$ cat src/hw/sa_geom_pkg.sv
package sa_geom_pkg;

	// square array
	localparam int N = 4;

	// parallel lanes inside one processing element
	localparam int LANES = 4;

	// signed int8 operands, 32-bit partial sums
	localparam int DATA_W = 8;
	localparam int ACC_W = 32;

	// flattened buses, row or column outer, lane inner, lowest index in the lowest bits
	localparam int ACT_VEC_W = N * LANES * DATA_W;

	// one weight load beat, one byte per column
	localparam int WGT_WORD_W = N * DATA_W;

	// one aligned result, every column and lane
	localparam int RES_VEC_W = N * LANES * ACC_W;

endpackage

$ cat src/hw/mac_pe.sv
`timescale 1ns/1ps

module mac_pe #(
	parameter int LANES = sa_geom_pkg::LANES
) (
	input logic clk,
	input logic arst_n,
	input logic [sa_geom_pkg::DATA_W-1:0] weight,
	input logic [LANES*sa_geom_pkg::DATA_W-1:0] act_in,
	input logic [LANES*sa_geom_pkg::ACC_W-1:0] psum_in,
	output logic [LANES*sa_geom_pkg::DATA_W-1:0] act_out,
	output logic [LANES*sa_geom_pkg::ACC_W-1:0] psum_out
);

	localparam int DW = sa_geom_pkg::DATA_W;
	localparam int AW = sa_geom_pkg::ACC_W;
	localparam int PW = 2 * DW;

	logic [LANES*AW-1:0] psum_d;

	// same weight for every lane
	always_comb begin
		logic signed [PW-1:0] prod;
		for (int l = 0; l < LANES; l++) begin
			prod = $signed(act_in[l*DW +: DW]) * $signed(weight);
			// sign extend the product, sum wraps mod 2^32
			psum_d[l*AW +: AW] = psum_in[l*AW +: AW] + {{(AW - PW){prod[PW-1]}}, prod};
		end
	end

	always_ff @(posedge clk or negedge arst_n) begin
		if (!arst_n) begin
			act_out <= '0;
			psum_out <= '0;
		end else begin
			// activations move one column right
			act_out <= act_in;
			psum_out <= psum_d;
		end
	end

endmodule

$ cat src/hw/pe_row.sv
`timescale 1ns/1ps

module pe_row #(
	parameter int N = sa_geom_pkg::N,
	parameter int LANES = sa_geom_pkg::LANES
) (
	input logic clk,
	input logic arst_n,
	input logic load_valid,
	input logic [N*sa_geom_pkg::DATA_W-1:0] wgt_in,
	output logic [N*sa_geom_pkg::DATA_W-1:0] wgt_out,
	input logic [LANES*sa_geom_pkg::DATA_W-1:0] act_in,
	input logic [N*LANES*sa_geom_pkg::ACC_W-1:0] psum_in,
	output logic [N*LANES*sa_geom_pkg::ACC_W-1:0] psum_out
);

	localparam int DW = sa_geom_pkg::DATA_W;
	localparam int LANE_W = LANES * DW;
	localparam int COL_W = LANES * sa_geom_pkg::ACC_W;

	logic [N*DW-1:0] wgt_q;
	// act_link[N] is what leaves the right edge of the row
	logic [LANE_W-1:0] act_link [N+1];

	// weights held here until the next load
	always_ff @(posedge clk or negedge arst_n) begin
		if (!arst_n) begin
			wgt_q <= '0;
		end else if (load_valid) begin
			wgt_q <= wgt_in;
		end
	end

	// the row below captures our old word on the same beat
	assign wgt_out = wgt_q;
	assign act_link[0] = act_in;

	for (genvar j = 0; j < N; j++) begin : g_pe
		mac_pe #(
			.LANES(LANES)
		) pe_i (
			.clk(clk),
			.arst_n(arst_n),
			.weight(wgt_q[j*DW +: DW]),
			.act_in(act_link[j]),
			.psum_in(psum_in[j*COL_W +: COL_W]),
			.act_out(act_link[j+1]),
			.psum_out(psum_out[j*COL_W +: COL_W])
		);
	end

endmodule

$ cat config.mk
export PLATFORM = sky130hd
export DESIGN_NAME = pe_row
export DESIGN_NICKNAME = d
export VERILOG_FILES = /design/src/hw/sa_geom_pkg.sv /design/src/hw/mac_pe.sv /design/src/hw/pe_row.sv
export SDC_FILE = /design/constraint.sdc
export NUM_CORES = 2
export LEC_CHECK = 0
export BUFFER_PORTS_ARGS = -buffer_cell sky130_fd_sc_hd__buf_2
export CAP_MARGIN = 20
export CELL_PAD_IN_SITES_DETAIL_PLACEMENT = 2
export CELL_PAD_IN_SITES_GLOBAL_PLACEMENT = 2
export CORE_MARGIN = 2
export CORE_UTILIZATION = 38
export DETAILED_ROUTE_END_ITERATION = 12
export PLACE_DENSITY_LB_ADDON = 0.1
export SYNTH_ARGS = -nofsm -noshare
export SYNTH_HDL_FRONTEND = slang
export SYNTH_HIERARCHICAL = 1
export SYNTH_SLANG_ARGS = --single-unit
$ cat constraint.sdc
create_clock -name clk -period 9.9 [get_ports clk]
set_input_delay 0 -clock clk [delete_from_list [all_inputs] [get_ports clk]]
set_output_delay 0 -clock clk [all_outputs]
set_load 0.02 [all_outputs]
==> impl_metrics.py <==
metrics = {
    "cts": {
        "htree_levels": 3,
        "postCtsSetupBuffers": 0,
        "clockRootBuffer": "clkbuf_16",
        "clock_latency_ns": 0.78,
        "ctsHoldBuffers": 944,
        "cts_num_sinks": 640,
        "cts.path.max_buffers": 3,
        "cts_made_buffers": 90,
        "path_clk_slew_ns": 0.07,
        "cts_tree": "built",
        "cts-resized-gates": 0,
    },
    "drt": {
        "dr.pass1.iters": 7,
        "wl_um": 345000,
        "viasPerCell": 5.30,
        "antenna_left": 0,
        "vias": 72100,
        "wire_per_inst_um": 25.4,
        "drc": 0,
        "drtIter0Drc": 3095,
    },
    "timing": {
        "rsz0062_at_grt": "false",
        "fin_crit_sh_pct": 92.2,
        "finalSetupViolCount": 0,
        "finalCriticalPeriod_ns": 9.13,
        "maxSlewHeadroom_pct": 23.8,
        "tns_ns": 0,
        "finalClockSkew_ns": 0.0459,
        "worst_pin_slew_ns": 1.14,
        "timing.final.ws_setup_ns": 0.770,
        "fmax_ghz": 0.110,
        "hold_violations": 0,
        "slew_violations": 0,
    },
    "yosys": {
        "netlist_area_um2": 80800,
        "syn_inst": 8549,
        "synthesis.nets": 11000,
        "synth_area_per_cell_um2": 9.46,
        "yosysWarnings": 6,
    },
    "die": {
        "floorplan.initialDensity_pct": 38.2,
        "fp.dieArea_um2": 216000,
        "die_w_um": 465,
        "io_pins": 1123,
        "die_y_um": 465,
        "placementRows": 169,
        "core_um2": 212000,
    },
    "place": {
        "place_ws_ns": 1.80,
        "globalplace.congestion": 0.896,
        "dp_hpwl_um": 242000,
        "numPortBuffers": 1122,
    },
    "critical_path": {
        "crit_arrival_ns": 9.76,
        "critPathCaptureType": "flop",
        "crit_fanout": 25,
        "max_stage_delay_ns": 0.79,
        "crit_type": "reg2reg",
        "reg2reg_slack_ns": 0.77,
        "cpMaxStageDelayCell": "dfrtp_1",
        "worst_ep_required_time_ns": 10.53,
        "start_kind": "flop",
    },
    "layout": {
        "final_util_pct": 48.6,
        "nNetsFinal": 13100,
        "drive_gt1_share_pct": 13.7,
        "syn_to_final_growth_pct": 27.3,
    },
    "global_route": {
        "antenna_found_initial": 74,
        "track_usage_pct": 31.1,
        "grt_pass1_wl_um": 523000,
        "grt_pass1_vias": 85500,
        "globalRouteOverflowTotal": 0,
        "grt_max_degree": 128,
    },
    "run_status": {
        "status": "finished clean",
    },
    "hold_path": {
        "hp-class": "in2reg",
    },
    "run": {
        "maxCapViolCount": 0,
    },
}
[per-layer routing]
metal,wire length [µm],vias to the layer above,GRT usage (%)
li1,-,32000,-
met4,22100,26,17.6
met3,14800,814,4.91
met5,154,-,0
met1,130000,37400,34.3
met2,178000,1783,56.6
[final cells by class]
type	count	area (µm²)
clock buffers	122	2540
flip-flops and latches	640	16000
well taps	2821	3530
clock inverters	41	621
multi-input cells	6277	58700
fillers	22400	109000
diodes	65	163
repair buffers	2126	15700
inverters	1508	5660
[state kept, by name (all words and copies together), names as in the netlist]
register / flops
g_pe.pe_i/act_out: 96
wgt_out: 32
g_pe.pe_i/psum_out: 512
[worst paths after layout]
kind / start / endpoint / cells past startpoint
setup / recovery: wgt_out[27]$_DFFE_PN0P_ / g_pe[3].pe_i/psum_out[63]$_DFF_PN0_ / 31
min in group asynchronous: arst_n / g_pe[3].pe_i/psum_out[45]$_DFF_PN0_ / 4
max in group asynchronous: arst_n / g_pe[1].pe_i/psum_out[122]$_DFF_PN0_ / 5
hold / removal: psum_in[128] / g_pe[1].pe_i/psum_out[0]$_DFF_PN0_ / 3
hold reg to reg: g_pe[0].pe_i/act_out[7]$_DFF_PN0_ / g_pe[1].pe_i/act_out[7]$_DFF_PN0_ / 0
setup reg to reg: wgt_out[27]$_DFFE_PN0P_ / g_pe[3].pe_i/psum_out[63]$_DFF_PN0_ / 31
[placed cells by master (no fill, tap or decap), types with 148 or more instances in the layout]
| cell type | instances |
|---|---|
| xor2_1 | 172 |
| fa_1 | 896 |
| a21o_1 | 264 |
| inv_1 | 1508 |
| and2_1 | 713 |
| nor2b_1 | 148 |
| dlygate4sd3_1 | 943 |
| nor2_1 | 302 |
| ha_1 | 992 |
| buf_2 | 1120 |
| dfrtp_1 | 639 |
| nand2_1 | 428 |
| xnor2_1 | 513 |
| a21oi_1 | 511 |
| o21ai_0 | 201 |
[worst max-delay path: cells and delay by family (launching register included)]
family                     cells  cell delay [ns]
AOI/OAI and AO/OA             12             2.95
xor gates and xnor gates       2             0.49
adders and majority gates      6             2.66
buffers and inverters          7             1.54
DFF                            1             0.79
and+or+nand+nor                4             0.51
[metrics by stage]
stage,hold slack [ns],cells,area (µm²)
2_1_floorplan,-0.296,8549,80800
3_3_place_gp,0.0700,12400,90000
3_5_place_dp,0.0835,12400,90000
4_1_cts,0.00180,13500,103000
5_1_grt,0.0351,13600,103000
6_report,0.0693,13600,103000
Power is not shown: default switching activity piles up to over one toggle a cycle in this logic, so the estimate is an artifact.
