`src/hw/sa_flow_pkg.sv`:
```
package sa_flow_pkg;

	// result FIFO entries, the sender starts with this many credits
	localparam int RES_DEPTH = 8;

	// credits the DUT holds on the result side after reset
	localparam int OUT_CREDITS = 4;

	// wide enough for either counter at the default depths
	localparam int CREDIT_W = 4;

endpackage

```
`src/hw/sa_geom_pkg.sv`:
```
package sa_geom_pkg;

	// square array
	localparam int N = 4;

	// parallel lanes inside one processing element
	localparam int LANES = 4;

	// signed int8 operands, 32-bit partial sums
	localparam int DATA_W = 8;
	localparam int ACC_W = 32;

	// flattened buses, row or column outer, lane inner, lowest index in the lowest bits
	localparam int ACT_VEC_W = N * LANES * DATA_W;

	// one weight load beat, one byte per column
	localparam int WGT_WORD_W = N * DATA_W;

	// one aligned result, every column and lane
	localparam int RES_VEC_W = N * LANES * ACC_W;

endpackage

```
`src/hw/result_queue.sv`:
```
`timescale 1ns/1ps

module result_queue #(
	parameter int RES_DEPTH = sa_flow_pkg::RES_DEPTH,
	parameter int OUT_CREDITS = sa_flow_pkg::OUT_CREDITS,
	parameter int WORD_W = sa_geom_pkg::RES_VEC_W
) (
	input logic clk,
	input logic arst_n,
	input logic wr_valid,
	input logic [WORD_W-1:0] wr_data,
	output logic res_valid,
	output logic [WORD_W-1:0] res_data,
	input logic res_credit,
	output logic act_credit
);

	localparam int PTR_W = (RES_DEPTH > 1) ? $clog2(RES_DEPTH) : 1;
	localparam int CNT_W = $clog2(RES_DEPTH + 1);
	localparam int CRD_W = $clog2(OUT_CREDITS + 1);

	logic [WORD_W-1:0] mem [RES_DEPTH];
	logic [PTR_W-1:0] wr_ptr;
	logic [PTR_W-1:0] rd_ptr;
	logic [CNT_W-1:0] count;
	logic [CRD_W-1:0] out_cred;
	logic pop;

	function automatic logic [PTR_W-1:0] ptr_next(input logic [PTR_W-1:0] p);
		return (p == PTR_W'(RES_DEPTH - 1)) ? '0 : p + 1'b1;
	endfunction

	// the sender's credits keep the FIFO from overflowing
	assign pop = (count != '0) && (out_cred != '0);

	always_ff @(posedge clk) begin
		if (wr_valid) begin
			mem[wr_ptr] <= wr_data;
		end
		if (pop) begin
			res_data <= mem[rd_ptr];
		end
	end

	always_ff @(posedge clk or negedge arst_n) begin
		if (!arst_n) begin
			wr_ptr <= '0;
			rd_ptr <= '0;
			count <= '0;
			out_cred <= CRD_W'(OUT_CREDITS);
			res_valid <= 1'b0;
			act_credit <= 1'b0;
		end else begin
			if (wr_valid) begin
				wr_ptr <= ptr_next(wr_ptr);
			end
			if (pop) begin
				rd_ptr <= ptr_next(rd_ptr);
			end

			case ({wr_valid, pop})
				2'b10: count <= count + 1'b1;
				2'b01: count <= count - 1'b1;
				default: count <= count;
			endcase

			// spend one per result, get one back per res_credit
			case ({pop, res_credit})
				2'b10: out_cred <= out_cred - 1'b1;
				2'b01: out_cred <= out_cred + 1'b1;
				default: out_cred <= out_cred;
			endcase

			res_valid <= pop;
			// freed entry goes back to the sender
			act_credit <= pop;
		end
	end

endmodule

```
`config.mk`:
```
export PLATFORM = sky130hd
export DESIGN_NAME = result_queue
export DESIGN_NICKNAME = d
export VERILOG_FILES = /design/src/hw/sa_flow_pkg.sv /design/src/hw/sa_geom_pkg.sv /design/src/hw/result_queue.sv
export SDC_FILE = /design/constraint.sdc
export NUM_CORES = 2
export LEC_CHECK = 0
export ABC_AREA = 0
export BUFFER_PORTS_ARGS = -buffer_cell sky130_fd_sc_hd__buf_4
export CORE_ASPECT_RATIO = 0.8
export CORE_MARGIN = 5
export CORE_UTILIZATION = 40
export CTS_BUF_LIST = sky130_fd_sc_hd__clkbuf_2 sky130_fd_sc_hd__clkbuf_4 sky130_fd_sc_hd__clkbuf_8
export CTS_CLUSTER_SIZE = 25
export DETAILED_ROUTE_END_ITERATION = 7
export PLACE_DENSITY_LB_ADDON = 0.3
export SYNTH_ARGS = -nofsm -noshare
export SYNTH_HDL_FRONTEND = slang
export SYNTH_SLANG_ARGS = --single-unit
```
`constraint.sdc`:
```
create_clock -name clk -period 33.6 [get_ports clk]
set_input_delay 1.68 -clock clk [delete_from_list [all_inputs] [get_ports clk]]
set_output_delay 1.68 -clock clk [all_outputs]
set_load 0.02 [all_outputs]
```
==> key figures <==
Status
  • Status: completed

Floorplanning
  • Die height: 592 µm
  • IO Pins: 1030
  • Die W: 737 µm
  • Initial core utilization: 40.2%
  • Site Rows: 213
  • Die area: 0.437 mm²
  • Core Box Area: 0.421 mm²

Placed design
  • DP HPWL: 225000 µm
  • Final Wtd Congestion: 0.755
  • DP Worst Slack: 25.75 ns
  • Buffers on Ports: 1029

Setup path
  • R2R cell count: 8
  • Crit. End Element: flip-flop
  • Crit Path Max Fanout: 105
  • CP Data Required Time: 34.52 ns
  • Most used cell, CP: buf_4
  • Critical Path Start Type: flip-flop
  • Setup CP Type: reg -> reg
  • Ordered cell list for the critical path: buf_12 -> buf_12 -> buf_4 -> buf_4 -> buf_4 -> buf_4 -> mux4_2 -> mux2_2
  • Critical Path AT: 8.44 ns
  • Crit path largest cell delay: 0.97 ns
  • Slowest cell on crit path: dfrtp_4

Global route
  • Vias in the first global route: 77900
  • First-pass GRT wire length: 559000 µm
  • Pin count of the biggest net entering global routing: 140
  • Initial antenna violation count: 107
  • Global route overflow: 0
  • Gr usage total: 17.4%

Power
  • Part of the power in the clock network: 25.5%
  • Power Total: 17600 µW
  • Switching part of the total power: 30.0%
  • Sw Pwr: 5270 µW
  • Power share of the combinational group: 27.7%
  • VDD IR-drop max: 0.0743 mV
  • LEAKAGE: 0.0640 µW
  • P_int: 12300 µW
  • Power Density: 88.9 mW/mm²
  • Flop pwr share: 46.7%

Synth
  • Largest family of logic cells by synthesized area: multiplexers
  • XOR/XNOR Fraction of Synth Area: 0.0414%
  • Syn Area/Cell: 26.0 µm²
  • Seq cells post-synth: 4622
  • Yosys warning count: 0
  • Post-synthesis compound-gate area fraction: 0.0163%
  • Mapped Area: 0.169 mm²
  • Syn Nets: 7026
  • Post-Synth Adder-Cell Area: 0.0709%
  • Yosys cell types: 28
  • Simple-Gate Fraction of Synth Area: 0.0709%
  • Seq/Total Area, Yosys: 81.9%
  • Multiplexer area fraction after synthesis: 17.1%
  • Syn Inst Count: 6501

Timing
  • WHS: 0.354 ns
  • Final Max Slew Viols: 0
  • Skew final: 0.0643 ns
  • Fmax achieved: 133 MHz
  • Fin. Hold Viols: 0
  • Final Cycle Share: 22.4%
  • Fin Setup TNS: 0 ns
  • Worst-Margin Slew: 1.27 ns
  • RSZ-0062 raised after global routing: no
  • Setup ws final: 26.08 ns
  • Final min period: 7.52 ns
  • Final setup viols: 0
  • Headroom to the max-slew limit: 15.3%

Route
  • Routed wire per std cell: 27.3 µm
  • Routed Antenna Nets: 0
  • Drt first pass iters: 7
  • # DRC: 0
  • Final wirelength: 389000 µm
  • Via count: 75300
  • DRT iter0 DRCs: 6665
  • Post-DR vias/cell: 5.29

Final layout
  • Commonest non-fill, non-tap cell in the layout: edfxtp_1
  • Share of post-route cells with drive strength above 1: 44.0%
  • Most frequent cells in the layout: 4608 x edfxtp_1, 1135 x buf_4, 1024 x mux4_2
  • Area growth from synthesis to layout: 16.7%
  • Fillcell total: 34000
  • Util after Layout: 46.9%
  • Nets@finish: 8593

Clock network
  • Clock Latency Late Sink: 1.18 ns
  • Clock-pin slew on the worst setup and hold paths: 0.06 ns
  • Setup bufs post-CTS: 0
  • CTS tree: yes
  • Post-CTS resize count: 0
  • Clock root cell: clkbuf_8
  • Num CTS Buffers: 695
  • CTS Sinks: 4622
  • # H-tree levels: 6
  • Clock Path Buffers: 4
  • Post-CTS Hold Buffers: 0

Hold path
  • HP Class: in -> async

Run
  • Max Cap Viol: 0
## per-layer routing
layer | routed length, µm | share of wire [%] | global-route usage (%) | vias up
met5 | 652 | 0.17 | 0 | -
met4 | 6730 | 1.7 | 3.88 | 102
met3 | 33700 | 8.7 | 4.91 | 576
met2 | 182000 | 47 | 26.7 | 2685
met1 | 166000 | 43 | 24.9 | 40600
li1 | - | - | - | 31300
## cell families (layout without fill, tap and decap cells)
group	count (synthesis)	after routing
AO/OA/AOI/OAI	4	4
XOR/XNOR	8	8
adder cells (fa/ha/maj)	9	9
buffers and inverters	289	2389
flip-flops	4622	4622
multiplexers	1544	1544
other	0	49
AND/OR/NAND/NOR	25	25
## through the flow
stage | instances | instance area, µm²
3_5_place_dp | 13000 | 184000
6_report | 14200 | 198000
2_1_floorplan | 6501 | 169000
4_1_cts | 14200 | 197000
3_3_place_gp | 13000 | 184000
5_1_grt | 14200 | 197000
## synthesized netlist by cell type
| master | count | area share [%] |
|---|---|---|
| nor4_1 | 1 | 0.0037 |
| nand3b_1 | 1 | 0.0044 |
| a41oi_1 | 1 | 0.0052 |
| nand2_1 | 3 | 0.0066 |
| buf_4 | 1 | 0.0044 |
| dfrtp_1 | 13 | 0.19 |
| nand2b_1 | 3 | 0.011 |
| ha_1 | 8 | 0.059 |
| xor2_1 | 6 | 0.031 |
| nor4b_1 | 1 | 0.0052 |
| fa_1 | 1 | 0.012 |
| o41ai_1 | 1 | 0.0052 |
| mux2_2 | 519 | 3.5 |
| nor3_1 | 4 | 0.012 |
| a21oi_1 | 1 | 0.0030 |
| buf_6 | 17 | 0.11 |
| o21ai_0 | 1 | 0.0030 |
| dfstp_2 | 1 | 0.016 |
| edfxtp_1 | 4608 | 82 |
| xnor2_1 | 2 | 0.010 |
| inv_1 | 3 | 0.0066 |
| nor2_1 | 11 | 0.024 |
| mux2i_1 | 1 | 0.0059 |
| mux4_2 | 1024 | 14 |
| nor2b_1 | 1 | 0.0037 |
| buf_1 | 15 | 0.033 |
| clkbuf_1 | 131 | 0.29 |
| buf_2 | 122 | 0.36 |
## state kept, by name, indices dropped and copies added (netlist names)
signal / cells
act_credit: 1
count: 4
mem: 4096
out_cred: 3
rd_ptr: 3
res_data: 512
wr_ptr: 3
## worst max-delay path, delay by kind of cell (launching register included)
family / cells / cell delay [ns]
buffers and inverters: 6 / 4.76
flip-flops: 1 / 0.97
multiplexers: 2 / 0.89
## area by class of cell
cell class | count | area (µm²) | share of cell area [%]
tap | 5590 | 6990 | 3.54
multi-input combinational | 1590 | 29300 | 14.8
inverter | 3 | 11.3 | 0.00570
antenna | 49 | 123 | 0.0621
clock inverter | 281 | 1910 | 0.967
sequential | 4622 | 139000 | 70.2
timing repair buffer | 1156 | 8940 | 4.53
clock buffer | 949 | 11500 | 5.84
## final timing paths
| check | start | end | slack (ns) |
|---|---|---|---|
| min in group clk | count[3] | count[3] | 0.47 |
| max | rd_ptr[0] | res_data[203] | 26.08 |
| max reg2reg | rd_ptr[0] | res_data[203] | 26.08 |
| max in group asynchronous | arst_n | out_cred[2] | 32.93 |
| min | arst_n | act_credit | 0.35 |
| min reg2reg | count[3] | count[3] | 0.47 |
## power by group through the flow
stage | sequential [µW] | clock [µW] | combinational [µW]
after floorplan | 9350 | 0 | 2890
after global placement | 8300 | 0 | 4950
after detailed placement | 8330 | 0 | 4990
after CTS | 8230 | 4610 | 5010
after global routing | 8280 | 4890 | 5200
final | 8210 | 4480 | 4880
(Power assumes the default switching activity.)
