===== config.mk =====
export PLATFORM = sky130hd
export DESIGN_NAME = result_deskew
export DESIGN_NICKNAME = d
export VERILOG_FILES = /design/src/hw/sa_geom_pkg.sv /design/src/hw/result_deskew.sv
export SDC_FILE = /design/constraint.sdc
export NUM_CORES = 1
export LEC_CHECK = 0
export ABC_AREA = 1
export BUFFER_PORTS_ARGS = -buffer_cell sky130_fd_sc_hd__buf_2
export CORE_AREA = 8 8 390 392
export DETAILED_ROUTE_END_ITERATION = 10
export DIE_AREA = 0 0 398 400
export GPL_TIMING_DRIVEN = 0
export MAX_ROUTING_LAYER = met4
export PLACE_DENSITY_LB_ADDON = 0.12
export REMOVE_ABC_BUFFERS = 1
export SKIP_CTS_REPAIR_TIMING = 1
export SLEW_MARGIN = 20
export SYNTH_ARGS = -nofsm -noshare
export SYNTH_HDL_FRONTEND = slang
export SYNTH_SLANG_ARGS = --single-unit

===== constraint.sdc =====
create_clock -name clk -period 0.8 [get_ports clk]
set_clock_uncertainty 0.05 [all_clocks]
set_input_delay 0.16 -clock clk [delete_from_list [all_inputs] [get_ports clk]]
set_output_delay 0.16 -clock clk [all_outputs]
set_load 0.03 [all_outputs]

===== src/hw/sa_geom_pkg.sv =====
package sa_geom_pkg;

	// square array
	localparam int N = 4;

	// parallel lanes inside one processing element
	localparam int LANES = 4;

	// signed int8 operands, 32-bit partial sums
	localparam int DATA_W = 8;
	localparam int ACC_W = 32;

	// flattened buses, row or column outer, lane inner, lowest index in the lowest bits
	localparam int ACT_VEC_W = N * LANES * DATA_W;

	// one weight load beat, one byte per column
	localparam int WGT_WORD_W = N * DATA_W;

	// one aligned result, every column and lane
	localparam int RES_VEC_W = N * LANES * ACC_W;

endpackage


===== src/hw/result_deskew.sv =====
`timescale 1ns/1ps

module result_deskew #(
	parameter int N = sa_geom_pkg::N,
	parameter int LANES = sa_geom_pkg::LANES
) (
	input logic clk,
	input logic arst_n,
	input logic col_valid,
	input logic [N*LANES*sa_geom_pkg::ACC_W-1:0] col_psum,
	output logic res_valid,
	output logic [N*LANES*sa_geom_pkg::ACC_W-1:0] res_word
);

	localparam int COL_W = LANES * sa_geom_pkg::ACC_W;

	logic [N-1:0] vld_q;

	// col_valid is the bottom row's input valid
	// one stage for the bottom row, N-1 to line up with the last column
	always_ff @(posedge clk or negedge arst_n) begin
		if (!arst_n) begin
			vld_q <= '0;
		end else begin
			vld_q[0] <= col_valid;
			for (int k = 1; k < N; k++) begin
				vld_q[k] <= vld_q[k-1];
			end
		end
	end

	assign res_valid = vld_q[N-1];

	// column j leaves the array j cycles after column 0
	for (genvar j = 0; j < N; j++) begin : g_col
		localparam int D = N - 1 - j;

		if (D == 0) begin : g_pass
			assign res_word[j*COL_W +: COL_W] = col_psum[j*COL_W +: COL_W];
		end else begin : g_dly
			logic [COL_W-1:0] pipe_q [D];

			always_ff @(posedge clk) begin
				pipe_q[0] <= col_psum[j*COL_W +: COL_W];
				for (int k = 1; k < D; k++) begin
					pipe_q[k] <= pipe_q[k-1];
				end
			end

			assign res_word[j*COL_W +: COL_W] = pipe_q[D-1];
		end
	end

endmodule


==> flow_summary.yaml, run 1 <==
routing:
  wl_microns: 98500
  vias_per_cell: 2.78
  drt_iter0_drc: 403
  vias: 11208
  ant_nets: 0
  firstDrtPassIters: 4
  drc: 0
  wl_per_cell_microns: 24.4
setup_path:
  critPathMaxStageDelay_ns: 0.43
  cp-start-kind: "register"
  worstPathCellList: "buf_6"
  required_ns: 0.59
  crit_path_max_fanout: 1
  critPathArrivalTime_ns: 1.25
  slowest_stage: "dfxtp_4"
  worst_path_dominant_cell_family: "flip-flops"
  path_buf_inv: 1
  worst-r2r-setup-slack_ns: 0.24
  criticalPathCategory: "reg2out"
  cp-end-kind: "output port"
global_route:
  grt_max_degree: 14
  overflow: 0
  antenna_found_initial: 15
  grt_pass1_vias: 10637
  grtUsageTotal_pct: 11.9
  grt_pass1_wl_microns: 118000
yosys:
  netlist_area_sq_um: 18400
  synthCells: 1156
  postSynthAreaPerCell_sq_um: 15.9
  seq_area_frac_synth_pct: 84.3
  ys_ff_latch: 772
  yosysUniqueCellTypes: 3
  synth_warnings: 0
cells_and_area:
  drive_above_1_share_pct: 62.4
  final_common_cell: "dlygate4sd3_1"
  area_growth_syn_to_layout_pct: 74.0
  multi_input_area_sq_um: 0
  fin_nets: 2539
  final_cell_mix: "dlygate4sd3_1 (387), buf_2 (386), dfxtp_1 (384)"
  multi_input_cells: 0
clock_tree:
  cts_max_level: 3
  clock-sinks: 772
  cts.path.max_buffers: 3
  cts_made_buffers: 92
  insertion_delay_ns: 0.66
  clk_pin_slew_worst_paths_ns: 0.06
  cts_root_buf: "clkbuf_16"
  cts_tree: "yes"
placement:
  place_ws_ns: -0.325
  dp_hpwl_microns: 78100
  routabilityCongestion: 0.750
  buffer_ports.inserted: 771
run_status:
  violations: "setup timing"
  status: "finished, violations left"
timing:
  finalHoldViolations: 0
  whs_ns: 0.0842
  worstMarginPinSlew_ns: 0.196
  setup_viol: 385
  final-max-slew-violation-count: 0
  fin_setup_tns_ns: -200.36
  rsz0062_at_grt: "true"
  finalCriticalPeriod_ns: 1.46
  maxSlewHeadroom_pct: 86.9
  fin_ws_ns: -0.663
  fin_crit_sh_pct: 183
  max_freq_mhz: 684
floorplanning:
  io_pins: 1028
  coreArea_sq_um: 146000
  initial_core_util_pct: 12.6
  placementRows: 141
  die_w_microns: 398
  dieArea_sq_um: 159000
  die_h_microns: 400
pwr:
  finalPower_mw: 92.3
  power_density_nw_per_um2: 2890
  cellLeakagePower_nw: 13.6
  peakVddDrop_uv: 2350
run:
  drv_cap: 0
worst_hold_path:
  hp-class: "in2reg"
-- cell families (layout without fill, tap and decap cells) --
group,Yosys count,after routing,synth area share (%)
DFF,772,772,84.3
buffers and inverters,384,1328,15.7
other,0,7,0
-- synth_stat cells, drive strengths merged --
cell type	n	share of area, %
dfrtp	4	0.55
buf	384	16
dfxtp	768	84
-- worst paths after layout --
kind                                               from                       endpoint  depth (start not counted)
max in group asynchronous                        arst_n                       vld_q[0]                          3
min in group asynchronous                        arst_n                       vld_q[2]                          3
setup reg to reg            g_col[1].g_dly.pipe_q[0][0]  g_col[1].g_dly.pipe_q[0][128]                          0
hold reg to reg            g_col[0].g_dly.pipe_q[0][86]  g_col[0].g_dly.pipe_q[0][214]                          0
hold / removal                            col_psum[260]    g_col[2].g_dly.pipe_q[0][4]                          2
setup / recovery           g_col[2].g_dly.pipe_q[0][32]                  res_word[288]                          1
-- area by class of cell --
type,count,area (sq um)
Antenna cell,7,17.5
Clock inverter,44,527
Fill cell,15535,114000
Sequential cell,772,16100
Timing Repair Buffer,1158,10200
Tap cell,1930,2410
Clock buffer,126,2680
-- metrics by stage --
stage          cells  cell area, sq um  util [%]
3_3_place_gp    3473             21700      14.9
2_1_floorplan    772             15500         -
3_5_place_dp    3473             21700      14.9
6_report        4037             31900      21.8
5_1_grt         4036             31900      21.8
4_1_cts         3643             25000      17.1
-- metal layers --
metal | share of wire, % | wire [microns] | GRT usage, % | vias up
met2 | 36 | 35700 | 14.1 | 912
li1 | - | - | - | 4940
met3 | 22 | 22000 | 14.2 | 119
met1 | 40 | 39100 | 12.4 | 5237
met4 | 1.7 | 1720 | 2.61 | 0
met5 | 0 | 0 | - | -
-- registers in the layout (all words and copies together) (netlist names) --
register,count
g_col.g_dly.pipe_q,768
vld_q,4
-- power by group --
group,switching [mW],internal [mW]
Combinational,3.47,3.81
Sequential,0.995,40.7
Clock,17.0,26.4
Total,21.4,70.9
Power figures use the tool's default switching activity.
==> run 2, diff against run 1 <==
--- a/config.mk
+++ b/config.mk
@@ -15,6 +15,7 @@
 export PLACE_DENSITY_LB_ADDON = 0.12
 export REMOVE_ABC_BUFFERS = 1
 export SKIP_CTS_REPAIR_TIMING = 1
+export SKIP_LAST_GASP = 1
 export SLEW_MARGIN = 20
 export SYNTH_ARGS = -nofsm -noshare
 export SYNTH_HDL_FRONTEND = slang
==> run 2 against run 1 <==
Net effect: the flow still finishes with violations (setup timing); combinational power barely moved; non-clock buffer count did not move; critical path depth did not move; flip-flop and latch count did not move; highest routed layer unchanged; largest power group unchanged; global-route usage did not move; utilization barely moved; worst hold slack barely moved; critical path type unchanged.
==> flow_summary.yaml, run 2 (synthesis gave the netlist of run 1 again) <==
run_status:
  status: "finished, violations left"
  violations: "setup timing"
global_route:
  overflow: 0
  grt_max_degree: 14
  antenna_found_initial: 15
  grt_pass1_vias: 10637
  grt_pass1_wl_microns: 118000
  grtUsageTotal_pct: 11.9
setup_path:
  reg2reg_from: "g_col[1].g_dly.pipe_q[0][0]"
  worst_path_dominant_cell_family: "flip-flops"
  critPathArrivalTime_ns: 1.25
  criticalPathCategory: "reg2out"
  cp-start-kind: "register"
  worstPathCellList: "buf_6"
  crit_start: "g_col[2].g_dly.pipe_q[0][32]"
  slowest_stage: "dfxtp_4"
  crit_path_max_fanout: 1
  critPathMaxStageDelay_ns: 0.43
  path_buf_inv: 1
  required_ns: 0.59
  cp-end-kind: "output port"
cells_and_area:
  top_regs: "g_col.g_dly.pipe_q: 768 flops, vld_q: 4 flops"
  largest_reg_flops: 768
  drive_above_1_share_pct: 62.4
  final_cell_area_sq_um: 31900
  multi_input_area_sq_um: 0
  regMostFlops: "g_col.g_dly.pipe_q"
  fin_nets: 2539
  final_cell_mix: "dlygate4sd3_1 (387), buf_2 (386), dfxtp_1 (384)"
  fin_util_pct: 21.8
  multi_input_cells: 0
  fillCellCount: 15534
  final_common_cell: "dlygate4sd3_1"
  area_growth_syn_to_layout_pct: 74.0
routing:
  drt_iter0_drc: 403
  vias_per_cell: 2.78
  wl_per_cell_microns: 24.4
  drc: 0
  vias: 11208
  firstDrtPassIters: 4
  wl_microns: 98500
  ant_nets: 0
pwr:
  p_int_mw: 70.9
  peakVddDrop_uv: 2350
  p_switching_mw: 21.4
  netSwitchingFraction_pct: 23.2
  clkPwrFrac_pct: 47.0
  cellLeakagePower_nw: 13.6
  comb_power_share_pct: 7.9
  power_density_nw_per_um2: 2890
  pwr-share-seq_pct: 45.1
floorplanning:
  dieArea_sq_um: 159000
  die_w_microns: 398
  io_pins: 1028
  initial_core_util_pct: 12.6
  die_h_microns: 400
  coreArea_sq_um: 146000
  placementRows: 141
clock_tree:
  cts_tree: "yes"
  cts_max_level: 3
  cts.path.max_buffers: 3
  cts_made_buffers: 92
  cts_root_buf: "clkbuf_16"
  insertion_delay_ns: 0.66
  clock-sinks: 772
  clk_pin_slew_worst_paths_ns: 0.06
timing:
  max_freq_mhz: 684
  rsz0062_at_grt: "true"
  finalHoldViolations: 0
  worstMarginPinSlew_ns: 0.196
  fin_crit_sh_pct: 183
  finalCriticalPeriod_ns: 1.46
  maxSlewHeadroom_pct: 86.9
  setup_viol: 385
  whs_ns: 0.0841
  final-max-slew-violation-count: 0
  fin_ws_ns: -0.663
placement:
  dpl_cell_area_sq_um: 21700
  buffer_ports.inserted: 771
  routabilityCongestion: 0.750
  place_ws_ns: -0.325
  dp_hpwl_microns: 78100
worst_hold_path:
  hp-start: "col_psum[260]"
  hp-class: "in2reg"
run:
  drv_cap: 0
run 2: cell counts in the layout (fill, tap and decap cells not counted):
No cell type changed its count.
run 2: final cells by class:
type / count / area (sq um) / area share [%]
clock buffers: 126 / 2680 / 8.38
well taps: 1930 / 2410 / 7.56
diodes: 7 / 17.5 / 0.0548
flip-flops and latches: 772 / 16100 / 50.4
repair buffers: 1158 / 10200 / 32.0
clock inverters: 44 / 527 / 1.65
run 2: per-stage QoR:
stage	cells	total power, mW	TNS (ns)
after floorplan	772	43.9	0
after global placement	3473	46.7	-4.45
after detailed placement	3473	46.6	-3.54
after CTS	3643	91.3	-271.11
after global routing	4036	96.6	-239.07
final	4037	92.3	-200.38
run 2: worst paths after layout:
check / slack, ns / to / cells after the start
hold / removal: 0.08 / g_col[2].g_dly.pipe_q[0][4] / 2
max in group asynchronous: 0.16 / vld_q[0] / 3
min in group asynchronous: 0.38 / vld_q[2] / 3
hold reg to reg: 0.26 / g_col[0].g_dly.pipe_q[0][214] / 0
setup / recovery: -0.66 / res_word[288] / 1
setup reg to reg: 0.24 / g_col[1].g_dly.pipe_q[0][128] / 0
run 2: power by group through the flow:
stage / combinational (mW) / sequential, mW / clock, mW
3_5_place_dp: 4.50 / 42.1 / 0
5_1_grt: 7.66 / 41.8 / 47.1
6_report: 7.28 / 41.7 / 43.4
4_1_cts: 4.51 / 41.3 / 45.5
3_3_place_gp: 4.53 / 42.1 / 0
2_1_floorplan: 0 / 43.9 / 0
run 2: metal layers:
layer	wire length, microns	up-vias	track usage [%]
met4	1720	0	2.61
met1	39100	5237	12.4
met3	22000	119	14.2
met5	0	-	-
met2	35700	912	14.1
li1	-	4940	-
