`config.mk`:
```
export PLATFORM = sky130hd
export DESIGN_NAME = act_skew
export DESIGN_NICKNAME = d
export VERILOG_FILES = /design/src/hw/sa_geom_pkg.sv /design/src/hw/act_skew.sv
export SDC_FILE = /design/constraint.sdc
export NUM_CORES = 1
export LEC_CHECK = 0
export ABC_AREA = 0
export BUFFER_PORTS_ARGS = -buffer_cell sky130_fd_sc_hd__buf_2
export CORE_MARGIN = 2
export CORE_UTILIZATION = 38
export CTS_CLUSTER_SIZE = 25
export DETAILED_ROUTE_END_ITERATION = 6
export GPL_ROUTABILITY_DRIVEN = 1
export PLACE_DENSITY = 0.73
export SLEW_MARGIN = 10
export SYNTH_ARGS = -nofsm -noshare
export SYNTH_HDL_FRONTEND = slang
export SYNTH_SLANG_ARGS = --single-unit
```
`constraint.sdc`:
```
create_clock -name clk -period 0.8 [get_ports clk]
set_input_delay 0.16 -clock clk [delete_from_list [all_inputs] [get_ports clk]]
set_output_delay 0.16 -clock clk [all_outputs]
set_load 0.05 [all_outputs]
```
`src/hw/sa_geom_pkg.sv`:
```
package sa_geom_pkg;

	// square array
	localparam int N = 4;

	// parallel lanes inside one processing element
	localparam int LANES = 4;

	// signed int8 operands, 32-bit partial sums
	localparam int DATA_W = 8;
	localparam int ACC_W = 32;

	// flattened buses, row or column outer, lane inner, lowest index in the lowest bits
	localparam int ACT_VEC_W = N * LANES * DATA_W;

	// one weight load beat, one byte per column
	localparam int WGT_WORD_W = N * DATA_W;

	// one aligned result, every column and lane
	localparam int RES_VEC_W = N * LANES * ACC_W;

endpackage

```
`src/hw/act_skew.sv`:
```
`timescale 1ns/1ps

module act_skew #(
	parameter int N = sa_geom_pkg::N,
	parameter int LANES = sa_geom_pkg::LANES
) (
	input logic clk,
	input logic arst_n,
	input logic act_valid,
	input logic [N*LANES*sa_geom_pkg::DATA_W-1:0] act_data,
	output logic [N*LANES*sa_geom_pkg::DATA_W-1:0] row_act,
	output logic [N-1:0] row_valid
);

	localparam int ROW_W = LANES * sa_geom_pkg::DATA_W;

	// row 0 goes straight in
	assign row_act[0 +: ROW_W] = act_data[0 +: ROW_W];
	assign row_valid[0] = act_valid;

	// row i gets i register stages
	for (genvar i = 1; i < N; i++) begin : g_row
		logic [ROW_W-1:0] data_q [i];
		logic [i-1:0] valid_q;

		always_ff @(posedge clk or negedge arst_n) begin
			if (!arst_n) begin
				valid_q <= '0;
			end else begin
				valid_q[0] <= act_valid;
				for (int k = 1; k < i; k++) begin
					valid_q[k] <= valid_q[k-1];
				end
			end
		end

		always_ff @(posedge clk) begin
			data_q[0] <= act_data[i*ROW_W +: ROW_W];
			for (int k = 1; k < i; k++) begin
				data_q[k] <= data_q[k-1];
			end
		end

		assign row_act[i*ROW_W +: ROW_W] = data_q[i-1];
		assign row_valid[i] = valid_q[i-1];
	end

endmodule

```
==> results.py, run 1 <==
metrics = {
    "min_path": {
        "hp-class": "in2async",
    },
    "synth": {
        "syn_inst": 293,
        "ys_types": 3,
        "synth_nets": 424,
        "synth_warnings": 0,
        "yosysTopAreaCell": "dfxtp_1",
        "syn_area_per_cell_um2": 15.89,
        "synth_top_area_share_pct": 82.58,
        "yosysSeqAreaShare_pct": 84.19,
        "yosys-top-cells-area": "dfxtp_1, buf_4, dfrtp_1",
        "ys_ff_latch": 195,
        "netlist_area_um2": 4654,
    },
    "setup_path": {
        "worstPathMaxFanout": 2,
        "endpoint_kind": "output port",
        "cpMaxStageDelayCell": "dfrtp_1",
        "reg2regPathDepth": 0,
        "regToRegSetupSlack_ns": 0.27,
        "cp_cell_sequence": "buf_6",
        "timing.rr.end": "g_row[3].valid_q[1]$_DFF_PN0_",
        "critical_path_class": "reg2out",
        "worst-path-buf-inv": 1,
        "critPathLaunchType": "register",
        "worstPathArrival_ns": 0.99,
        "rr_startpoint": "g_row[2].valid_q[0]$_DFF_PN0_",
        "cp_top_family": "flip-flops",
        "cp.required_ns": 0.64,
        "slowest_delay_ns": 0.41,
    },
    "drt": {
        "drtIter0Drc": 89,
        "highest_layer": "met4",
        "dr_wl_met2_mm": 5.569,
        "finalWirelength_mm": 10.19,
        "drc_errors": 0,
        "wl_met3_um": 986,
        "wl_met1_mm": 3.277,
        "num_vias": 2595,
        "via_per_inst": 3.867,
        "postRouteAntennaNets": 0,
        "first_pass_iters": 2,
        "wire_per_inst_um": 15.19,
    },
    "global_routing": {
        "grt_pass1_vias": 2884,
        "antenna_found_initial": 1,
        "grt_use_total_pct": 15.37,
        "grt_max_degree": 19,
        "grt_pass1_wl_mm": 14.51,
        "grt_remaining_overflow": 0,
    },
    "finish": {
        "final_cell_mix": "buf_2, dlygate4sd3_1, dfxtp_2, dfxtp_1, buf_8",
        "multi_input_area_um2": 0,
        "drive_gt1_share_pct": 62.33,
        "syn2layout_area_growth_pct": 65.40,
        "ff_latch_area_um2": 4039,
        "nMultiInputCombCells": 0,
        "final_common_cell": "buf_2",
        "fillers": 795,
        "fin_nets": 641,
        "post-route-util_pct": 64.36,
    },
    "clock_tree": {
        "cts_setup_buffers": 0,
        "clock-root-buffer": "clkbuf_16",
        "htree_levels": 4,
        "numCtsBuffers": 17,
        "cts_sinks": 195,
        "cts_tree": "yes",
        "clkLatencyLatePin_ns": 0.42,
        "clk_pin_slew_worst_paths_ns": 0.07,
        "cts-root-to-sink-buffers": 2,
    },
    "pwr": {
        "p_int_w": 0.01589,
        "switching_power_w": 0.005133,
        "power.leakage_nw": 3.439,
        "p_per_area_nw_per_um2": 2731,
        "seq_power_share_pct": 50.1,
        "vdd_drop_max_mv": 1.762,
        "power.share.combinational_pct": 11.2,
        "sw_frac_of_total_pct": 24.41,
        "pwr-share-clk_pct": 38.7,
    },
    "placed_design": {
        "numPortBuffers": 198,
        "place_hpwl_mm": 5.542,
        "place_ws_ns": 0.02315,
        "gp_congestion": 0.7305,
    },
    "timing": {
        "worst_pin_slew_ns": 0.2512,
        "slew_viol_final": 0,
        "hold_viol": 0,
        "rsz0062_at_grt": "true",
        "skew_ns": 0.004457,
        "fmax_mhz": 869.8,
        "slew_headroom_pct": 83.37,
        "setup_violations": 99,
        "hold_ws_ns": 0.06035,
        "setup_slack_ns": -0.3497,
        "min_period_over_period_pct": 143.7,
        "period_minus_slack_ns": 1.150,
    },
    "run_status": {
        "outcome": "finished with violations",
        "failed_checks": "negative setup slack",
    },
    "run": {
        "maxCapViolations": 0,
    },
    "floorplanning": {
        "chipHeight_um": 114.7,
        "rows": 40,
        "core_um2": 11960,
        "start_util_pct": 38.91,
        "die_width_um": 114.7,
        "die_area_um2": 13150,
        "boundaryPins": 263,
    },
}
-- worst max-delay path by stage --
stage / slack, ns / end / from / depth (start not counted)
2_1_floorplan: 0.04 / g_row[3].valid_q[2]$_DFF_PN0_ / g_row[3].valid_q[1]$_DFF_PN0_ / 0
3_3_place_gp: 0.04 / row_act[54] / g_row[1].data_q[0][22]$_DFF_P_ / 1
3_5_place_dp: 0.02 / row_valid[1] / g_row[2].valid_q[0]$_DFF_PN0_ / 1
4_1_cts: -0.38 / row_valid[1] / g_row[2].valid_q[0]$_DFF_PN0_ / 1
5_1_grt: -0.41 / row_valid[1] / g_row[2].valid_q[0]$_DFF_PN0_ / 1
6_report: -0.35 / row_valid[1] / g_row[2].valid_q[0]$_DFF_PN0_ / 1
-- cell families after synthesis --
kind of cell | Yosys count | share of synthesized area [%]
flops | 195 | 84.19
buf+inv | 98 | 15.81
-- power groups by stage --
stage	sequential, W	clock [W]	combinational (W)
2_1_floorplan	0.0109	0	0.00132
3_3_place_gp	0.0106	0	0.00145
3_5_place_dp	0.0106	0	0.00147
4_1_cts	0.0105	0.00837	0.00225
5_1_grt	0.0106	0.00877	0.00243
6_report	0.0105	0.00814	0.00235
-- registers in the layout, summed over array words and instances (netlist names) --
| register | count |
|---|---|
| g_row.valid_q | 3 |
| g_row.data_q | 192 |
-- per-stage QoR --
step                      instance area, um2  power, W  TNS (ns)  cells
after floorplan                         4654   0.01218         0    293
after global placement                  5094   0.01202         0    540
after detailed placement                5094   0.01205         0    540
after CTS                               7580   0.02113    -27.70    670
after global routing                    7699   0.02176    -28.93    671
final                                   7699   0.02103    -25.47    671
-- routing by layer --
metal / up-vias / global-route usage, %
met5: - / 0
met4: 0 / 9.187
met3: 34 / 7.623
met2: 159 / 27.97
met1: 1167 / 13.43
li1: 1235 / -
-- synth_stat cells --
cell and n:
dfrtp_1 3, dfxtp_1 192, buf_4 98
-- timing repair --
item                                    4_1_cts  5_1_grt
hold buffers                                 98        0
resized for setup                           343       31
endpoints found under the setup margin       99       99
endpoints found under the hold margin       100        0
-- final cells by class --
class	instances	area share, %
repair buffers	296	37.56
well taps	147	2.389
clock buffers	18	5.705
clock inverters	14	1.853
diodes	1	0.03250
flip-flops and latches	195	52.46
Power figures use the tool's default switching activity.
==> run 2, diff against run 1 <==
MAX_ROUTING_LAYER = met4   (was not set)
==> run 2 against run 1 <==
  * The run still ends with negative setup slack left
  * Global-route usage is 0.45 points higher
  * Clock-buffer cell count unchanged
  * Clock skew increased by 0.0040 ns
  * Via count increased by 0.23%
  * Sequential power about the same
  * Total power hardly changed
  * Critical path depth did not move
  * Cell count stayed put
  * Register-to-register slack hardly changed
  * Non-clock buffer count unchanged
  * Highest routed layer unchanged
==> results.py, run 2 (same netlist as run 1, synthesis figures left out) <==
metrics = {
    "run_status": {
        "outcome": "finished with violations",
        "failed_checks": "negative setup slack",
    },
    "finish": {
        "final_common_cell": "buf_2",
        "fin_nets": 641,
        "instances_no_fill": 671,
        "largest_register": "g_row.data_q",
        "final_cell_mix": "buf_2, dlygate4sd3_1, dfxtp_2, dfxtp_1, buf_8",
        "final_area_um2": 7699,
        "drive_gt1_share_pct": 62.33,
        "top_regs": "g_row.data_q: 192 flops, g_row.valid_q: 3 flops",
        "post-route-util_pct": 64.36,
        "multi_input_area_um2": 0,
        "largest_register_ff_count": 192,
        "ff_latch_area_um2": 4039,
        "nMultiInputCombCells": 0,
        "fillers": 795,
        "syn2layout_area_growth_pct": 65.40,
    },
    "floorplanning": {
        "die_width_um": 114.7,
        "die_area_um2": 13150,
        "core_um2": 11960,
        "chipHeight_um": 114.7,
        "start_util_pct": 38.91,
        "rows": 40,
        "boundaryPins": 263,
    },
    "drt": {
        "drtIter0Drc": 76,
        "finalWirelength_mm": 10.20,
        "via_per_inst": 3.876,
        "drc_errors": 0,
        "wire_per_inst_um": 15.20,
        "num_vias": 2601,
        "postRouteAntennaNets": 0,
        "first_pass_iters": 3,
    },
    "setup_path": {
        "rr_startpoint": "g_row[2].valid_q[0]$_DFF_PN0_",
        "timing.rr.end": "g_row[3].valid_q[1]$_DFF_PN0_",
        "critPathLaunchType": "register",
        "endpoint_kind": "output port",
        "critical_path_class": "reg2out",
        "slowest_delay_ns": 0.41,
        "cp_top_family": "flip-flops",
        "worstPathMaxFanout": 2,
        "regToRegSetupSlack_ns": 0.27,
        "cp.required_ns": 0.64,
        "worstPathArrival_ns": 1.00,
        "reg2regPathDepth": 0,
        "cpMaxStageDelayCell": "dfrtp_1",
        "worst-path-buf-inv": 1,
        "cp_cell_sequence": "buf_6",
    },
    "placed_design": {
        "place_hpwl_mm": 5.542,
        "gp_congestion": 0.7394,
        "numPortBuffers": 198,
        "place_ws_ns": 0.02315,
        "place_area_um2": 5094,
        "dp.cells": 540,
    },
    "clock_tree": {
        "htree_levels": 4,
        "clock-root-buffer": "clkbuf_16",
        "clkLatencyLatePin_ns": 0.42,
        "numCtsBuffers": 17,
        "cts_sinks": 195,
        "clk_pin_slew_worst_paths_ns": 0.07,
        "cts-root-to-sink-buffers": 2,
        "cts_tree": "yes",
    },
    "timing": {
        "slew_headroom_pct": 83.37,
        "worst_pin_slew_ns": 0.2512,
        "slew_viol_final": 0,
        "hold_viol": 0,
        "setup_slack_ns": -0.3556,
        "setup_violations": 99,
        "period_minus_slack_ns": 1.156,
        "skew_ns": 0.008464,
        "min_period_over_period_pct": 144.5,
        "rsz0062_at_grt": "true",
        "fmax_mhz": 865.3,
    },
    "global_routing": {
        "grt_max_degree": 19,
        "grt_remaining_overflow": 0,
        "grt_pass1_vias": 2900,
        "antenna_found_initial": 1,
        "grt_use_total_pct": 15.83,
        "grt_pass1_wl_mm": 14.46,
    },
    "min_path": {
        "hp-class": "in2async",
    },
    "run": {
        "maxCapViolations": 0,
    },
    "pwr": {
        "power.leakage_nw": 3.439,
        "power.total_w": 0.02103,
        "vdd_drop_max_mv": 1.767,
        "p_per_area_nw_per_um2": 2731,
    },
}
run 2: cell counts in the layout (fill, tap and decap cells not counted):
No cell type changed its count.
run 2: area by class of cell:
class,count,share of cell area (%)
tap,147,2.389
sequential,195,52.46
clock buffer,18,5.705
clock inverter,14,1.853
timing repair buffer,296,37.56
antenna,1,0.03250
run 2: repair_timing:
item,4_1_cts,5_1_grt
endpoints found under the setup margin,99,99
cloned,0,0
setup buffers,0,0
hold endpoints to repair,100,0
gates resized for setup,343,31
hold buffers,98,0
run 2: worst max-delay path by stage:
stage / slack, ns / end / from / cells past startpoint
finish: -0.36 / row_valid[1] / g_row[2].valid_q[0]$_DFF_PN0_ / 1
global route: -0.41 / row_valid[1] / g_row[2].valid_q[0]$_DFF_PN0_ / 1
CTS: -0.38 / row_valid[1] / g_row[2].valid_q[0]$_DFF_PN0_ / 1
detailed placement: 0.02 / row_valid[1] / g_row[2].valid_q[0]$_DFF_PN0_ / 1
global placement: 0.04 / row_act[54] / g_row[1].data_q[0][22]$_DFF_P_ / 1
floorplan: 0.04 / g_row[3].valid_q[2]$_DFF_PN0_ / g_row[3].valid_q[1]$_DFF_PN0_ / 0
run 2: power by group:
group	internal [W]	leakage, nW	switching, W
registers	0.0103	1.66	0.000241
clock network	0.00447	0.276	0.00367
logic	0.00113	1.51	0.00122
total	0.0159	3.44	0.00513
run 2: through the flow:
| stage | setup TNS, ns | hold WS, ns |
|---|---|---|
| global route | -29.09 | 0.03450 |
| finish | -25.60 | 0.05735 |
| floorplan | 0 | -0.1356 |
| global placement | 0 | -0.04419 |
| CTS | -27.70 | 0.03122 |
| detailed placement | 0 | -0.04108 |
run 2: routing by layer:
metal	track usage [%]	share of wire [%]	vias to the layer above
met4	8.455	3.1	0
met5	-	0	-
met1	13.93	33	1176
li1	-	-	1235
met3	7.305	9.2	30
met2	27.97	55	160
==> run 3, diff against run 2 <==
CORE_ASPECT_RATIO = 1.5   (was not set)
==> run 3 against run 2 <==
  * The flow still finishes with violations (negative setup slack)
  * Clock power down 0.9%
  * Total power down 0.35%
  * First-iteration DRC count down 46%
  * Clock skew up 0.00058 ns
  * Sequential share of layout area about the same
  * Non-clock buffer count unchanged
  * Worst hold slack better by 0.037 ns
  * Clock-buffer cell count unchanged
  * Design area about the same
  * Sequential power about the same
  * Cell count up 0.89%
  * Setup slack better by 0.034 ns
  * Critical path type unchanged
  * Largest cell class unchanged
  * Highest routed layer unchanged
==> results.py, run 3 (same netlist as run 1, synthesis figures left out) <==
metrics = {
    "setup_path": {
        "cp.required_ns": 0.64,
        "crit_start": "g_row[3].valid_q[1]$_DFF_PN0_",
        "critPathLaunchType": "register",
        "cpMaxStageDelayCell": "dfrtp_1",
        "endpoint_kind": "output port",
        "cp_cell_sequence": "buf_6",
        "worstPathArrival_ns": 0.96,
        "critical_path_class": "reg2out",
        "slowest_delay_ns": 0.40,
        "rr_startpoint": "g_row[3].valid_q[1]$_DFF_PN0_",
        "worst-path-buf-inv": 1,
        "cp_top_family": "flip-flops",
        "worstPathMaxFanout": 2,
    },
    "finish": {
        "final_area_um2": 7695,
        "final_common_cell": "buf_2",
        "instances_no_fill": 677,
        "top_regs": "g_row.data_q: 192 flops, g_row.valid_q: 3 flops",
        "post-route-util_pct": 64.36,
        "nMultiInputCombCells": 0,
        "fillers": 793,
        "final_cell_mix": "buf_2, dlygate4sd3_1, dfxtp_2, dfxtp_1, buf_8",
        "multi_input_area_um2": 0,
        "syn2layout_area_growth_pct": 65.32,
        "drive_gt1_share_pct": 62.14,
        "fin_nets": 641,
        "largest_register": "g_row.data_q",
        "largest_register_ff_count": 192,
    },
    "global_routing": {
        "grt_remaining_overflow": 0,
        "grt_pass1_vias": 3113,
        "antenna_found_initial": 1,
        "grt_use_total_pct": 18.03,
        "grt_pass1_wl_mm": 16.42,
        "grt_max_degree": 20,
    },
    "floorplanning": {
        "chipHeight_um": 139.5,
        "die_width_um": 94.37,
        "start_util_pct": 38.93,
        "die_area_um2": 13170,
        "rows": 49,
        "boundaryPins": 263,
        "core_um2": 11960,
    },
    "clock_tree": {
        "cts_setup_buffers": 0,
        "cts_sinks": 195,
        "clk_pin_slew_worst_paths_ns": 0.07,
        "cts_tree": "yes",
        "htree_levels": 4,
        "cts-root-to-sink-buffers": 2,
        "numCtsBuffers": 17,
        "clkLatencyLatePin_ns": 0.41,
        "clock-root-buffer": "clkbuf_16",
    },
    "placed_design": {
        "numPortBuffers": 198,
        "gp_congestion": 0.7262,
        "place_area_um2": 5101,
        "dp.cells": 546,
        "place_hpwl_mm": 6.053,
    },
    "timing": {
        "fmax_mhz": 891.2,
        "skew_ns": 0.009047,
        "slew_viol_final": 0,
        "hold_ws_ns": 0.09408,
        "setup_violations": 99,
        "rsz0062_at_grt": "true",
        "hold_viol": 0,
        "slew_headroom_pct": 82.82,
        "min_period_over_period_pct": 140.3,
        "period_minus_slack_ns": 1.122,
        "setup_slack_ns": -0.3221,
        "worst_pin_slew_ns": 0.2595,
    },
    "drt": {
        "via_per_inst": 3.817,
        "postRouteAntennaNets": 0,
        "wire_per_inst_um": 16.56,
        "finalWirelength_mm": 11.21,
        "drtIter0Drc": 41,
        "num_vias": 2584,
        "first_pass_iters": 4,
        "drc_errors": 0,
    },
    "pwr": {
        "p_per_area_nw_per_um2": 2723,
        "power.leakage_nw": 3.443,
        "vdd_drop_max_mv": 1.827,
    },
    "min_path": {
        "hp-class": "in2async",
    },
    "run_status": {
        "outcome": "finished with violations",
        "failed_checks": "negative setup slack",
    },
    "run": {
        "maxCapViolations": 0,
    },
}
==> run 3: final cells by class <==
cell class	count	area, um2	share of cell area, %
Tap cell	153	191.4	2.488
Clock buffer	18	429.2	5.577
Sequential cell	195	4039	52.49
Antenna cell	1	2.502	0.03252
Clock inverter	14	137.6	1.789
Timing Repair Buffer	296	2895	37.63
==> run 3: final timing paths <==
check,endpoint,slack (ns),cells past startpoint
worst max register to register,g_row[3].valid_q[2]$_DFF_PN0_,0.29,0
min in group clk,row_act[26],0.32,0
worst min register to register,g_row[3].data_q[0][60]$_DFF_P_,0.33,0
worst max-delay path,row_valid[2],-0.32,1
worst min-delay path,g_row[3].valid_q[2]$_DFF_PN0_,0.09,2
max in group asynchronous,g_row[2].valid_q[0]$_DFF_PN0_,0.60,2
==> run 3: power breakdown <==
group / total, W / internal [W] / switching [W]
clock: 0.00807 / 0.00417 / 0.00390
sequential: 0.0105 / 0.0103 / 0.000244
combinational: 0.00236 / 0.00113 / 0.00122
==> run 3: routing by layer <==
| layer | up-vias | global-route usage, % | share of wire (%) |
|---|---|---|---|
| met5 | - | - | 0 |
| met4 | 0 | 13.73 | 7.8 |
| met3 | 70 | 4.981 | 6.0 |
| met2 | 117 | 31.62 | 56 |
| met1 | 1163 | 15.79 | 31 |
| li1 | 1234 | - | - |
==> run 3: metrics by stage <==
step,power [W],setup TNS (ns),worst slack (ns)
floorplan,0.01218,0,0.04048
global route,0.02177,-28.62,-0.3664
finish,0.02095,-24.77,-0.3221
CTS,0.02097,-26.36,-0.3426
global placement,0.01201,0,0.04239
detailed placement,0.01204,0,0.04653
==> run 3: timing repair <==
action | in CTS | in global routing
hold buffers | 98 | 0
hold endpoints to repair | 100 | 0
gates resized for setup | 349 | 26
endpoints found under the setup margin | 99 | 99
cloned | 0 | 0
